$ cat config.mk
export PLATFORM = sky130hd
export DESIGN_NAME = sifh_histogrammer_top
export DESIGN_NICKNAME = d
export VERILOG_FILES = /design/src/logic/sifh_pkg.sv /design/src/logic/hit_sequencer.sv /design/src/logic/histogram_bank.sv /design/src/logic/peak_tracker.sv /design/src/logic/sifh_histogrammer_top.sv
export SDC_FILE = /design/constraint.sdc
export NUM_CORES = 1
export LEC_CHECK = 0
export BUFFER_PORTS_ARGS = -buffer_cell sky130_fd_sc_hd__buf_4
export CAP_MARGIN = 20
export CORE_ASPECT_RATIO = 0.7
export CORE_MARGIN = 2
export CORE_UTILIZATION = 50
export CTS_BUF_LIST = sky130_fd_sc_hd__clkbuf_8
export CTS_CLUSTER_SIZE = 40
export DETAILED_ROUTE_END_ITERATION = 8
export PLACE_DENSITY_LB_ADDON = 0.12
export SYNTH_ARGS = -nofsm -noshare
export SYNTH_HDL_FRONTEND = slang
export SYNTH_SLANG_ARGS = --single-unit
$ cat constraint.sdc
create_clock -name clk -period 6.9 [get_ports clk]
set_clock_uncertainty 0.1 [all_clocks]
set_input_delay 1.035 -clock clk [delete_from_list [all_inputs] [get_ports clk]]
set_output_delay 1.035 -clock clk [all_outputs]
set_load 0.05 [all_outputs]
$ cat src/logic/sifh_pkg.sv
package sifh_pkg;

    // arrival bin address width, 16 bins per pixel
    localparam int BIN_W = 4;

    // pixel index width, room for up to 8 pixels
    localparam int PIX_W = 3;

    // histogram count width
    localparam int CNT_W = 8;

    // quantized arrival bin
    typedef logic [BIN_W-1:0] bin_t;

    // pixel under service
    typedef logic [PIX_W-1:0] pix_t;

    // occupancy of one bin
    typedef logic [CNT_W-1:0] cnt_t;

    // hit as it leaves the sequencer
    // frame_last marks the hit that closes the frame
    typedef struct packed {
        pix_t pixel;
        bin_t bin;
        logic frame_last;
    } tagged_hit_t;

    // bin update as it leaves the histogram bank
    // count is the bin value after the increment
    typedef struct packed {
        pix_t pixel;
        bin_t bin;
        cnt_t count;
        logic frame_last;
    } bin_update_t;

endpackage

$ cat src/logic/hit_sequencer.sv
`timescale 1ns/1ps

module hit_sequencer
    import sifh_pkg::*;
#(
    parameter int PIXEL_NUM      = 4,
    parameter int HITS_PER_PIXEL = 3,
    parameter int ACQ_NUM        = 5
) (
    input  logic        clk,
    input  logic        combin_res,
    input  logic        wr_en,
    input  bin_t        addr,
    output logic        hit_valid,
    output tagged_hit_t hit,
    output logic        acq_last
);

    // counter widths, at least one bit each
    localparam int HIT_W = (HITS_PER_PIXEL > 1) ? $clog2(HITS_PER_PIXEL) : 1;
    localparam int ACQ_W = (ACQ_NUM > 1) ? $clog2(ACQ_NUM) : 1;

    logic [HIT_W-1:0] hit_cnt;
    pix_t             pix_cnt;
    logic [ACQ_W-1:0] acq_cnt;

    logic hit_end;
    logic pix_end;
    logic acq_end;
    logic frame_end;

    // wrap conditions of the three nested counters
    assign hit_end   = (hit_cnt == HIT_W'(HITS_PER_PIXEL - 1));
    assign pix_end   = (pix_cnt == pix_t'(PIXEL_NUM - 1));
    assign acq_end   = (acq_cnt == ACQ_W'(ACQ_NUM - 1));
    // current hit closes the last pixel of the last acquisition
    assign frame_end = hit_end & pix_end & acq_end;

    // nested counters, only move on a hit
    always_ff @(posedge clk or negedge combin_res) begin
        if (!combin_res) begin
            hit_cnt  <= '0;
            pix_cnt  <= '0;
            acq_cnt  <= '0;
            acq_last <= 1'b0;
        end else if (wr_en) begin
            if (hit_end) begin
                hit_cnt <= '0;
                if (pix_end) begin
                    pix_cnt <= '0;
                    if (acq_end) begin
                        acq_cnt <= '0;
                    end else begin
                        acq_cnt <= acq_cnt + 1'b1;
                    end
                end else begin
                    pix_cnt <= pix_cnt + 1'b1;
                end
            end else begin
                hit_cnt <= hit_cnt + 1'b1;
            end
            // final acquisition starts once the one before it completes
            if (frame_end) begin
                acq_last <= 1'b0;
            end else if (hit_end && pix_end && acq_cnt == ACQ_W'(ACQ_NUM - 2)) begin
                acq_last <= 1'b1;
            end
        end
    end

    // strobe follows wr_en by one edge
    always_ff @(posedge clk or negedge combin_res) begin
        if (!combin_res) begin
            hit_valid <= 1'b0;
        end else begin
            hit_valid <= wr_en;
        end
    end

    // tag with the pixel current when the hit arrives
    always_ff @(posedge clk) begin
        if (wr_en) begin
            hit.pixel      <= pix_cnt;
            hit.bin        <= addr;
            hit.frame_last <= frame_end;
        end
    end

    // pixel counter wraps before reaching the pixel count
    a_pix_range : assert property (@(posedge clk) disable iff (!combin_res)
        int'(pix_cnt) < PIXEL_NUM)
        else $error("pixel counter out of range: %0d", pix_cnt);

endmodule

$ cat src/logic/histogram_bank.sv
`timescale 1ns/1ps

module histogram_bank
    import sifh_pkg::*;
#(
    parameter int PIXEL_NUM = 4
) (
    input  logic        clk,
    input  logic        combin_res,
    input  logic        hit_valid,
    input  tagged_hit_t hit,
    output logic        upd_valid,
    output bin_update_t upd
);

    localparam int BIN_NUM = 2 ** BIN_W;

    // counts per pixel and bin, plain registers
    cnt_t               counts  [PIXEL_NUM][BIN_NUM];
    // one valid bit per bin, cleared bins read as empty
    logic [BIN_NUM-1:0] bin_vld [PIXEL_NUM];

    logic rd_vld;
    cnt_t rd_cnt;
    cnt_t new_cnt;

    // read side of the read-modify-write
    always_comb begin
        rd_vld = 1'b0;
        rd_cnt = '0;
        for (int p = 0; p < PIXEL_NUM; p++) begin
            if (pix_t'(p) == hit.pixel) begin
                rd_vld = bin_vld[p][hit.bin];
                rd_cnt = counts[p][hit.bin];
            end
        end
        // stale count is ignored on an invalid bin
        new_cnt = rd_vld ? rd_cnt + cnt_t'(1) : cnt_t'(1);
    end

    // count write, same edge as the read
    always_ff @(posedge clk) begin
        for (int p = 0; p < PIXEL_NUM; p++) begin
            if (hit_valid && pix_t'(p) == hit.pixel) begin
                counts[p][hit.bin] <= new_cnt;
            end
        end
    end

    // valid bits, frame end empties the whole bank at once
    always_ff @(posedge clk or negedge combin_res) begin
        if (!combin_res) begin
            for (int p = 0; p < PIXEL_NUM; p++) begin
                bin_vld[p] <= '0;
            end
        end else if (hit_valid) begin
            for (int p = 0; p < PIXEL_NUM; p++) begin
                if (hit.frame_last) begin
                    bin_vld[p] <= '0;
                end else if (pix_t'(p) == hit.pixel) begin
                    bin_vld[p][hit.bin] <= 1'b1;
                end
            end
        end
    end

    // update towards the peak tracker
    always_ff @(posedge clk or negedge combin_res) begin
        if (!combin_res) begin
            upd_valid <= 1'b0;
        end else begin
            upd_valid <= hit_valid;
        end
    end

    always_ff @(posedge clk) begin
        if (hit_valid) begin
            upd.pixel      <= hit.pixel;
            upd.bin        <= hit.bin;
            upd.count      <= new_cnt;
            upd.frame_last <= hit.frame_last;
        end
    end

    // counts must not roll over within a frame
    a_no_wrap : assert property (@(posedge clk) disable iff (!combin_res)
        hit_valid && rd_vld |-> rd_cnt != '1)
        else $error("bin count wraps at pixel %0d bin %0d", hit.pixel, hit.bin);

    // sequencer never tags a pixel outside the bank
    a_pix_addr : assert property (@(posedge clk) disable iff (!combin_res)
        hit_valid |-> int'(hit.pixel) < PIXEL_NUM)
        else $error("write to missing pixel %0d", hit.pixel);

endmodule

$ cat src/logic/peak_tracker.sv
`timescale 1ns/1ps

module peak_tracker
    import sifh_pkg::*;
#(
    parameter int PIXEL_NUM = 4
) (
    input  logic        clk,
    input  logic        combin_res,
    input  logic        upd_valid,
    input  bin_update_t upd,
    output logic        peak_valid,
    output pix_t        peak_pixel,
    output bin_t        peak_bin,
    output cnt_t        peak_count,
    output logic        peak_done,
    output logic        his_num
);

    // running maxima of the frame in progress
    cnt_t run_cnt  [PIXEL_NUM];
    bin_t run_bin  [PIXEL_NUM];
    // maxima including this cycle's update
    cnt_t fold_cnt [PIXEL_NUM];
    bin_t fold_bin [PIXEL_NUM];
    // frozen copy for readout
    cnt_t snap_cnt [PIXEL_NUM];
    bin_t snap_bin [PIXEL_NUM];

    pix_t rd_idx;
    logic frame_end;

    assign frame_end = upd_valid & upd.frame_last;

    // strictly greater only, first bin to reach a count keeps it
    always_comb begin
        for (int i = 0; i < PIXEL_NUM; i++) begin
            fold_cnt[i] = run_cnt[i];
            fold_bin[i] = run_bin[i];
            if (upd_valid && pix_t'(i) == upd.pixel && upd.count > run_cnt[i]) begin
                fold_cnt[i] = upd.count;
                fold_bin[i] = upd.bin;
            end
        end
    end

    always_ff @(posedge clk or negedge combin_res) begin
        if (!combin_res) begin
            for (int i = 0; i < PIXEL_NUM; i++) begin
                run_cnt[i] <= '0;
                run_bin[i] <= '0;
            end
            peak_valid <= 1'b0;
            peak_done  <= 1'b0;
            rd_idx     <= '0;
            his_num    <= 1'b0;
        end else begin
            peak_done <= 1'b0;
            // readout walks one pixel per cycle
            if (peak_valid) begin
                if (rd_idx == pix_t'(PIXEL_NUM - 1)) begin
                    peak_valid <= 1'b0;
                    peak_done  <= 1'b1;
                    rd_idx     <= '0;
                end else begin
                    rd_idx <= rd_idx + 1'b1;
                end
            end
            if (frame_end) begin
                // next frame starts from zero
                for (int i = 0; i < PIXEL_NUM; i++) begin
                    run_cnt[i] <= '0;
                    run_bin[i] <= '0;
                end
                his_num    <= ~his_num;
                peak_valid <= 1'b1;
                rd_idx     <= '0;
            end else begin
                for (int i = 0; i < PIXEL_NUM; i++) begin
                    run_cnt[i] <= fold_cnt[i];
                    run_bin[i] <= fold_bin[i];
                end
            end
        end
    end

    // snapshot takes the final update too
    always_ff @(posedge clk) begin
        if (frame_end) begin
            for (int i = 0; i < PIXEL_NUM; i++) begin
                snap_cnt[i] <= fold_cnt[i];
                snap_bin[i] <= fold_bin[i];
            end
        end
    end

    // readout mux
    always_comb begin
        peak_pixel = rd_idx;
        peak_bin   = '0;
        peak_count = '0;
        for (int i = 0; i < PIXEL_NUM; i++) begin
            if (pix_t'(i) == rd_idx) begin
                peak_bin   = snap_bin[i];
                peak_count = snap_cnt[i];
            end
        end
    end

    // readout index stays inside the pixel range
    a_rd_range : assert property (@(posedge clk) disable iff (!combin_res)
        peak_valid |-> int'(rd_idx) < PIXEL_NUM)
        else $error("readout index %0d past last pixel", rd_idx);

    // a frame is always longer than its readout
    a_no_overlap : assert property (@(posedge clk) disable iff (!combin_res)
        frame_end |-> !peak_valid || rd_idx == pix_t'(PIXEL_NUM - 1))
        else $error("frame end during readout of previous frame");

endmodule

$ cat src/logic/sifh_histogrammer_top.sv
`timescale 1ns/1ps

module sifh_histogrammer_top
    import sifh_pkg::*;
#(
    parameter int PIXEL_NUM      = 4,
    parameter int HITS_PER_PIXEL = 3,
    parameter int ACQ_NUM        = 5
) (
    input  logic clk,
    input  logic combin_res,
    input  logic wr_en,
    input  bin_t addr,
    output logic acq_last,
    output logic peak_valid,
    output pix_t peak_pixel,
    output bin_t peak_bin,
    output cnt_t peak_count,
    output logic peak_done,
    output logic his_num
);

    // sequencer to bank
    logic        hit_valid;
    tagged_hit_t hit;

    // bank to tracker
    logic        upd_valid;
    bin_update_t upd;

    // tags hits with pixel and frame end
    hit_sequencer #(
        .PIXEL_NUM      (PIXEL_NUM),
        .HITS_PER_PIXEL (HITS_PER_PIXEL),
        .ACQ_NUM        (ACQ_NUM)
    ) i_hit_sequencer (
        .clk        (clk),
        .combin_res (combin_res),
        .wr_en      (wr_en),
        .addr       (addr),
        .hit_valid  (hit_valid),
        .hit        (hit),
        .acq_last   (acq_last)
    );

    // per-pixel histograms
    histogram_bank #(
        .PIXEL_NUM (PIXEL_NUM)
    ) i_histogram_bank (
        .clk        (clk),
        .combin_res (combin_res),
        .hit_valid  (hit_valid),
        .hit        (hit),
        .upd_valid  (upd_valid),
        .upd        (upd)
    );

    // peak search and readout
    peak_tracker #(
        .PIXEL_NUM (PIXEL_NUM)
    ) i_peak_tracker (
        .clk        (clk),
        .combin_res (combin_res),
        .upd_valid  (upd_valid),
        .upd        (upd),
        .peak_valid (peak_valid),
        .peak_pixel (peak_pixel),
        .peak_bin   (peak_bin),
        .peak_count (peak_count),
        .peak_done  (peak_done),
        .his_num    (his_num)
    );

endmodule

After elaboration in Yosys (flattened, before gate mapping):

Memory sizes are Yosys's and may differ from the RTL's.
Index checks and enable logic that the tools add are counted.

* memory bits (writable): 560
* input bits: 7
* memories kept: 3
* logic and storage cells: 194
* flip-flop bits (word level): 153

Memories
* i_histogram_bank.counts: words 4, width 128, read ports 4, clocked after Yosys merged registers in 0, write ports 1, RTL line histogram_bank.sv:19 `cnt_t counts [PIXEL_NUM][BIN_NUM];`
* i_peak_tracker.snap_cnt: words 4, width 8, read ports 4, clocked after Yosys merged registers in 0, write ports 4, RTL line peak_tracker.sv:27 `cnt_t snap_cnt [PIXEL_NUM];`
* i_peak_tracker.snap_bin: words 4, width 4, read ports 4, clocked after Yosys merged registers in 0, write ports 4, RTL line peak_tracker.sv:28 `bin_t snap_bin [PIXEL_NUM];`

* magnitude comparators: 8
* muxes and demuxes: 91
* bitwise operators: 9
* $add $sub $neg: 5
* reductions and logical operators: 35
* equal/unequal tests: 14

Operator list (number)
* $mux W128: 10
* $reduce_or A128 Y1: 3
* $mux W8: 22
* $mux W16: 9
* $bmux W8 S4: 4
* $or A16 B16 Y16: 4
* $demux W8 S4: 1
* $gt A8 B8 Y1: 4
* $mux W32: 1
* $mux W4: 8
* $mux W1: 22
* $eq A2 B3 Y1 const A: 6
* $bmux W1 S4: 4
* $logic_and A1 B1 Y1: 16
* $mux W3: 5
* $reduce_and A2 Y1: 6
* $reduce_bool A2 Y1: 6
* $add A3 B1 Y3 const B: 3
* $eq A1 B3 Y1 const A: 3
* $eq A3 B2 Y1 const B: 3
* $logic_not A3 Y1: 3
* $add A8 B1 Y8 const B: 1
* $mux W2: 4
* $ge A5 B5 Y1 const B: 1
* other kinds (11): 13

Logic depth before layout (Yosys ltp):

Gate-level depths: netlist (run 1).

* depth in word-level cells: 13
* gate-level depth with buffers: 14
* depth with buffers taken out: 10

Cells and area by module:

A second synthesis (run 1) with hierarchy kept.

* cells, all modules: 1666
* area, all modules: 29754.8 um2

By module, submodules not included
* histogram_bank: area each 23506.3 um2, instances 1, cells each 1133
* peak_tracker: area each 5532.8 um2, instances 1, cells each 480
* hit_sequencer: area each 715.7 um2, instances 1, cells each 53

Worst setup path before layout (run 1):

Ideal clock, no wire load.

* path kind: flip-flop to flip-flop
* start: reg, netlist name i_hit_sequencer.hit[1]
* end: mem i_histogram_bank.counts[0][103] in the netlist's numbering (data pin)
* data required time: 6.081 ns
* setup slack: 1.007 ns
* setup time: 0.719 ns
* path buffers: 4
* stages on the path, launching flop included: 11
* arrival time: 5.074 ns
* cells stage by stage: edfxtp_1 -> buf_6 -> buf_12 -> buf_4 -> buf_4 -> mux4_2 -> mux4_2 -> mux2i_1 -> o22a_1 -> nor3_1 -> nor3b_1

* word-level cells in the longest chain between the ends: 13
* elaborated cells between the ends (all ways): 43
* those cells by class: 1 x add/sub; 2 x order compare; 36 x mux; 1 x bitwise; 3 x reduce/logical

RTL lines
* $not A4 Y5 (implied by the code): RTL line histogram_bank.sv:34 `rd_cnt = counts[p][hit.bin];`
* $bmux W8 S4: RTL line histogram_bank.sv:34
* $mux W8 (implied by the code) (2 in a row): RTL line histogram_bank.sv:34
* $mux W8 (4 in a row): RTL line histogram_bank.sv:32 `if (pix_t'(p) == hit.pixel) begin`
* $add A8 B1 Y8: RTL line histogram_bank.sv:38 `new_cnt = rd_vld ? rd_cnt + cnt_t'(1) : cnt_t'(1);`
* $mux W8 (*): RTL line histogram_bank.sv:38
* named net i_histogram_bank.new_cnt[7]: RTL line histogram_bank.sv:25 `cnt_t new_cnt;`
* $mux W128 (no line) (2 in a row)
* $mux W128 (no line) (*)
* end: declaration: RTL line histogram_bank.sv:19

The timed path passes the listed nets; every way through them passes the cells marked *. The select of a mux whose other input is x is not followed.

Worst setup path in the final report (run 1):

* start: reg, netlist name i_hit_sequencer.hit[3]
* end: mem i_histogram_bank.counts[0][30] in the netlist's numbering (data pin)

* word-level cells in the longest chain between the ends: 13
* elaborated cells between the ends (all ways): 43
* those cells by class: 1 x add/sub; 2 x order compare; 36 x mux; 1 x bitwise; 3 x reduce/logical

RTL lines (RTL line)
* $not A4 Y5 (implied by the code): histogram_bank.sv:34
* $bmux W8 S4: histogram_bank.sv:34
* $mux W8 (implied by the code) (2 in a row): histogram_bank.sv:34
* $mux W8 (4 in a row): histogram_bank.sv:32
* $add A8 B1 Y8: histogram_bank.sv:38
* $mux W8 (*): histogram_bank.sv:38
* named net i_histogram_bank.new_cnt[6]: histogram_bank.sv:25
* $mux W128 (no line) (2 in a row)
* $mux W128 (no line) (*)

Marked as above.

==> reports/qor.yml, run 1 <==
area_growth_pct: 11.1
slowest_delay_ns: 0.77
yosysWarnings: 0
die_y_um: 206
post_drt_wl_per_cell_um: 27.7
ys_types: 66
gr-usage-all-layers_pct: 24.7
routabilityCongestion: 0.956
dp_hpwl_mm: 47.1
die_w_um: 293
regArea_sq_mm: 0.0208
max_clock_freq_mhz: 189
hold_viol_final: 0
io_buffers: 25
synth_area_per_cell_sq_um: 17.6
syn_inst: 1654
setup_viol: 0
synth_top_area_cell: "edfxtp_1"
crit_path_start_kind: "flop"
endpoint_kind: "flop"
ctsResizeCount: 0
clkTransAtPathRegs_ns: 0.06
insertedDiodeCount: 0
layout.nets: 1809
gr-total-overflow: 0
clock_latency_ns: 0.71
finalPower_mw: 9.57
antenna_found_initial: 2
worstPathRequired_ns: 7.25
stdcell_count: 2612
fin_tns_setup_ns: 0
grt_max_degree: 68
ys_async_sr_fraction_pct: 18.1
drive_gt1_share_pct: 23.3
dr.pass1.iters: 6
maxCapViolations: 0
initial_utilization_pct: 50.3
irDropWorstVdd_mv: 0.197
min_period_ns: 5.28
cts.sinks: 713
yosysMostFrequentCell: "edfxtp_1"
core_sq_mm: 0.0580
dp_cells: 2399
rsz0062_at_grt: "no"
worstPathArrival_ns: 5.63
synth_top_area_share_pct: 60.1
clk_root_buffer_cell: "clkbuf_8"
rows: 74
postCtsSetupRepairBufs: 0
path_class: "reg -> reg"
fin_area_sq_mm: 0.0324
power_density_mw_per_mm2: 295
detail-route-antenna-nets: 0
synth_ff_type: "edfxtp_1"
leakage_nw: 11.4
yosysSeqAreaShare_pct: 71.2
cts-htree-levels: 3
worst_pin_slew_ns: 1.13
cp_top_family: "buffers and inverters"
synth_common_cells: "edfxtp_1, mux4_2, dfrtp_1"
cts_buffers: 107
slew_headroom_pct: 24.2
num_io_pins: 26
die_area_sq_mm: 0.0603
synth-edff-count: 584
grt_pass1_vias: 15482
ys_seq_elements: 713
cp_cell_sequence: "buf_12 -> inv_2 -> buf_4 -> mux2i_1 -> nor3_1 -> nor3_1 -> a41o_1 -> or3b_4 -> or3_1 -> a21oi_4 -> buf_4"
routed_wl_mm: 72.3
dr.first_iter.drc_count: 1835
synth_area_sq_mm: 0.0292
remaining_drc_errors: 0
synth_area_leaders: "edfxtp_1, dfrtp_1, mux4_2"
min_period_over_period_pct: 76.5
hp-class: "in -> async"
cts_tree: "built"
vias_per_cell: 5.95
dpl-instance-area_sq_mm: 0.0303
cpMaxStageDelayCell: "edfxtp_1"
synthesis.nets: 1702
status: "complete, no violations"
critPathMaxFanout: 40
cts_hold_buf: 0
multiInputGateArea_sq_mm: 0.00785
crit_buf_inv: 4
grt_first_pass_wirelength_mm: 106
cts_max_path_buffers: 3
fillers: 4505
via_count: 15549
final_max_slew_viol_count: 0
[stage by stage]
step / setup WS, ns / hold WS [ns] / utilization [%]
2_1_floorplan: 1.01 / 0.321 / -
3_3_place_gp: 1.73 / 0.361 / 52.3
3_5_place_dp: 1.69 / 0.360 / 52.3
4_1_cts: 1.65 / 0.211 / 55.7
5_1_grt: 1.33 / 0.222 / 55.9
6_report: 1.62 / 0.230 / 55.9
[flip-flops by register name, summed over array words and instances (netlist names)]
register                    count
i_peak_tracker.snap_cnt        32
i_peak_tracker.snap_bin        16
i_histogram_bank.upd_valid      1
i_peak_tracker.peak_pixel       3
i_hit_sequencer.hit_valid       1
i_peak_tracker.peak_valid       1
i_hit_sequencer.acq_last        1
i_histogram_bank.upd           16
i_hit_sequencer.hit             8
i_hit_sequencer.pix_cnt         3
i_peak_tracker.peak_done        1
i_peak_tracker.run_bin         16
i_histogram_bank.counts       512
i_hit_sequencer.hit_cnt         2
i_peak_tracker.his_num          1
i_hit_sequencer.acq_cnt         3
i_histogram_bank.bin_vld       64
i_peak_tracker.run_cnt         32
[cells by family (layout without fill, tap and decap cells)]
family | count (synthesis) | count (layout) | synth area share, %
adder cells (fa/ha/maj) | 41 | 41 | 1.76
buffers and inverters | 128 | 326 | 2.24
AO/OA/AOI/OAI | 208 | 208 | 4.83
AND/OR/NAND/NOR | 324 | 324 | 5.42
multiplexers | 236 | 236 | 14.4
XOR/XNOR | 4 | 4 | 0.120
flip-flops | 713 | 713 | 71.2
[layout make-up]
type / instances / share of cell area, %
clock buffer: 119 / 5.05
clock inverter: 81 / 1.06
sequential: 713 / 64.1
tap: 760 / 2.93
multi-input combinational: 813 / 24.2
inverter: 48 / 0.556
timing repair buffer: 78 / 2.10
[layer usage]
| layer | vias up | GRT usage (%) | routed length (um) |
|---|---|---|---|
| li1 | 6691 | - | - |
| met1 | 8153 | 39.8 | 34400 |
| met2 | 604 | 31.9 | 29000 |
| met3 | 101 | 8.26 | 7530 |
| met4 | 0 | 5.77 | 1320 |
| met5 | - | 0 | 0 |
[power breakdown]
part / internal, mW / total, mW / switching, mW
Combinational: 0.505 / 1.47 / 0.961
Clock: 1.58 / 3.20 / 1.62
Sequential: 4.80 / 4.90 / 0.0966
[final timing paths]
path                                                  endpoint  depth (start not counted)                  startpoint  slack [ns]
worst max register to register  i_histogram_bank.counts[0][30]                         11      i_hit_sequencer.hit[3]        1.62
worst min register to register          i_hit_sequencer.hit[6]                          0  i_hit_sequencer.pix_cnt[1]        0.38
max in group asynchronous          i_histogram_bank.bin_vld[6]                          2                  combin_res        5.00
worst max-delay path            i_histogram_bank.counts[0][30]                         11      i_hit_sequencer.hit[3]        1.62
worst min-delay path                i_hit_sequencer.acq_cnt[0]                          1                  combin_res        0.23
min in group clk                        i_hit_sequencer.hit[6]                          0  i_hit_sequencer.pix_cnt[1]        0.38
[cell usage in the layout (no fill, tap or decap), types with 9 or more instances in the layout]
cell type	count
edfxtp_1	584
mux4_2	141
dfrtp_1	129
clkbuf_8	119
nor2_1	118
inv_1	93
o21a_1	75
buf_4	67
a21oi_1	56
mux2_2	53
and2_1	52
nand2_1	50
mux2i_1	41
ha_1	41
nand3_1	24
clkinv_1	18
nor2b_1	17
o21ai_0	14
a22oi_1	14
nor3_1	13
clkinv_2	10
nand3b_1	9
No activity file was read; power rests on OpenSTA's default activity.
==> run 2, diff against run 1 <==
--- a/config.mk
+++ b/config.mk
@@ -5,6 +5,7 @@
 export SDC_FILE = /design/constraint.sdc
 export NUM_CORES = 1
 export LEC_CHECK = 0
+export ABC_AREA = 1
 export BUFFER_PORTS_ARGS = -buffer_cell sky130_fd_sc_hd__buf_4
 export CAP_MARGIN = 20
 export CORE_ASPECT_RATIO = 0.7
==> constraint.sdc (replaced) <==
create_clock -name clk -period 5.1 [get_ports clk]
set_clock_uncertainty 0.1 [all_clocks]
set_input_delay 0.765 -clock clk [delete_from_list [all_inputs] [get_ports clk]]
set_output_delay 0.765 -clock clk [all_outputs]
set_load 0.05 [all_outputs]
==> run 2 against run 1 <==
Compared with the run above: final cell count is 40% higher; combinational power grew 91%; hold slack worse by 0.067 ns; sequential power grew 44%; core utilization rose by 0.91 points; non-clock buffer count up 39; wire length up 12%; via count rose by 29%; synthesized cell count increased by 62%; sequential share of layout area shrank 1.4 points; first-iteration DRC count is 20% higher; cell area is 2.3% higher; critical endpoint is now i_histogram_bank.counts[1][70].
==> reports/qor.yml, run 2 <==
dp_hpwl_mm: 50.9
area_growth_pct: 12.4
setup_ws_ns: 0.351
min_period_over_period_pct: 93.1
post_drt_wl_per_cell_um: 22.2
layout.nets: 2842
detail-route-antenna-nets: 0
endpoint_kind: "flop"
critPathMaxFanout: 41
cts-htree-levels: 3
final_common_cell: "nand2_1"
leakage_nw: 14.0
synth_common_cells: "nand2_1, edfxtp_1, nor2_1"
swShare_pct: 31.0
cts_tree: "built"
worst_pin_slew_ns: 1.12
hold_viol_final: 0
syn_inst: 2681
vias_per_cell: 5.50
reg_top3: "i_histogram_bank.counts: 512 flops, i_histogram_bank.bin_vld: 64 flops"
layout_common_cells: "nand2_1, edfxtp_1, nor2_1"
grt_first_pass_wirelength_mm: 122
rows: 74
clkTransAtPathRegs_ns: 0.06
hp-class: "in -> reg"
dr.first_iter.drc_count: 2201
worstPathArrival_ns: 5.15
yosysSeqAreaShare_pct: 70.4
die_w_um: 294
pre_cts_ws_ns: 0.498
core_sq_mm: 0.0583
die_y_um: 207
clkPwrFrac_pct: 30.9
maxCapViolations: 0
fin_area_sq_mm: 0.0331
initial_utilization_pct: 50.5
num_io_pins: 26
setup_viol: 0
synth-edff-count: 584
gr-usage-all-layers_pct: 27.0
grt_util_met2_pct: 37.2
clk_root_buffer_cell: "clkbuf_8"
min_period_ns: 4.75
stdcell_count: 3648
power_frac_comb_pct: 19.6
fin_hold_ws_ns: 0.163
routed_wl_mm: 81.1
ys_async_sr_fraction_pct: 18.1
met1_usage_pct: 41.2
power_density_mw_per_mm2: 431
routabilityCongestion: 0.925
die_area_sq_mm: 0.0610
synthesis.nets: 2729
synth_area_leaders: "edfxtp_1, dfrtp_1, nand2_1"
antenna_found_initial: 2
ys_seq_elements: 713
max_clock_freq_mhz: 211
synth_top_area_share_pct: 59.5
clock_latency_ns: 0.74
cts.sinks: 713
dr.pass1.iters: 5
synth_area_per_cell_sq_um: 11.0
synth_top_area_cell: "edfxtp_1"
met3_usage_pct: 8.80
largest_reg_flops: 512
rsz0062_at_grt: "no"
drive_gt1_share_pct: 9.59
fin_tns_setup_ns: 0
crit_path_start_kind: "flop"
gr-total-overflow: 0
grt_pass1_vias: 19468
seq_power_share_pct: 49.5
switchingPower_mw: 4.43
yosysMostFrequentCell: "nand2_1"
irDropWorstVdd_mv: 0.238
status: "complete, no violations"
ys_types: 37
yosysWarnings: 0
cts_buffers: 107
io_buffers: 25
cts_max_path_buffers: 3
path_class: "reg -> reg"
dpl-instance-area_sq_mm: 0.0311
globalRoute.busiestLayer: "met1"
via_count: 20079
grt_max_degree: 61
synth_area_sq_mm: 0.0295
synth_ff_type: "edfxtp_1"
worstPathRequired_ns: 5.50
slew_headroom_pct: 24.9
dp_cells: 3437
insertedDiodeCount: 0
final_max_slew_viol_count: 0
regMostFlops: "i_histogram_bank.counts"
remaining_drc_errors: 0
internal_power_mw: 9.85
-- run 2: cell types whose count changed after synthesis, sizes merged, moves of 20 or more --
cell,before,now
nand2,52,818
nor2,122,368
inv,48,222
mux4,142,0
o21ai,15,139
o21a,75,0
a22oi,14,67
and2,53,0
mux2,53,0
o22ai,7,51
mux2i,41,0
nand4,3,28
buf,49,73
nand3,25,45
-- run 2: power by group through the flow --
stage / Sequential [mW] / Combinational [mW] / Clock (mW)
after floorplan: 7.22 / 1.65 / 0
after global placement: 7.18 / 2.70 / 0
after detailed placement: 7.19 / 2.78 / 0
after CTS: 7.07 / 2.79 / 4.49
after global routing: 7.09 / 3.09 / 4.73
final: 7.07 / 2.81 / 4.41
-- run 2: worst max-delay path: stages, from the launching register on --
cell	delay, ns
edfxtp_1	0.61
inv_2	0.35
buf_12	0.28
nand2_1	0.08
nand2_1	0.06
nand2_1	0.05
nand2_1	0.21
nand2_1	0.21
nand2_1	0.17
o21ai_0	0.10
buf_4	0.17
nand3_1	0.08
nor2_1	0.06
inv_1	0.08
ha_1	0.14
inv_1	0.07
nor2_1	0.18
nand3_1	0.13
nand2_1	0.08
nand2_1	0.08
nor2_4	0.75
buf_4	0.45
-- run 2: logic make-up (layout without fill, tap and decap cells) --
kind of cell / count (synthesis) / after routing / synth area share [%]
buf+inv: 337 / 544 / 4.69
simple gates: 1268 / 1268 / 16.7
flops: 713 / 713 / 70.4
xor+xnor: 1 / 1 / 0.0297
fa+ha+maj: 41 / 41 / 1.74
compound gates: 321 / 321 / 6.42
-- run 2: what timing repair did --
item	in CTS	in global routing
hold endpoints to repair	45	0
hold buffers	1	0
resized for setup	0	0
buffers inserted	0	0
-- run 2: layout make-up --
class                      instances  area [sq um]
fill                            4920         25200
clock inverter                    87           419
timing repair buffer             117          1120
sequential                       713         20800
tap                              760           951
clock buffer                     116          1600
multi-input combinational       1631          7450
inverter                         224           842
-- run 2: final timing paths --
check	start	to	slack, ns	depth (start not counted)
worst max register to register	i_hit_sequencer.hit[1]	i_histogram_bank.counts[1][70]	0.35	21
worst min register to register	i_hit_sequencer.hit[0]	i_histogram_bank.upd[0]	0.37	0
max in group asynchronous	combin_res	i_hit_sequencer.pix_cnt[0]	3.33	3
worst min-delay path	addr[1]	i_hit_sequencer.hit[2]	0.16	1
min in group asynchronous	combin_res	i_histogram_bank.bin_vld[9]	0.50	2
worst max-delay path	i_hit_sequencer.hit[1]	i_histogram_bank.counts[1][70]	0.35	21
-- run 2: routing by layer --
metal  vias up  share of wire [%]
met5         -             0.0099
met4         2                2.2
met3       140                 12
met2       950                 41
met1      9736                 45
li1       9251                  -
-- run 2: stage by stage --
stage                     util (%)  total power, mW
after global placement        53.1             9.88
after detailed placement      53.2             9.96
after floorplan                  -             8.87
final                         56.8             14.3
after CTS                     56.7             14.3
after global routing          56.8             14.9
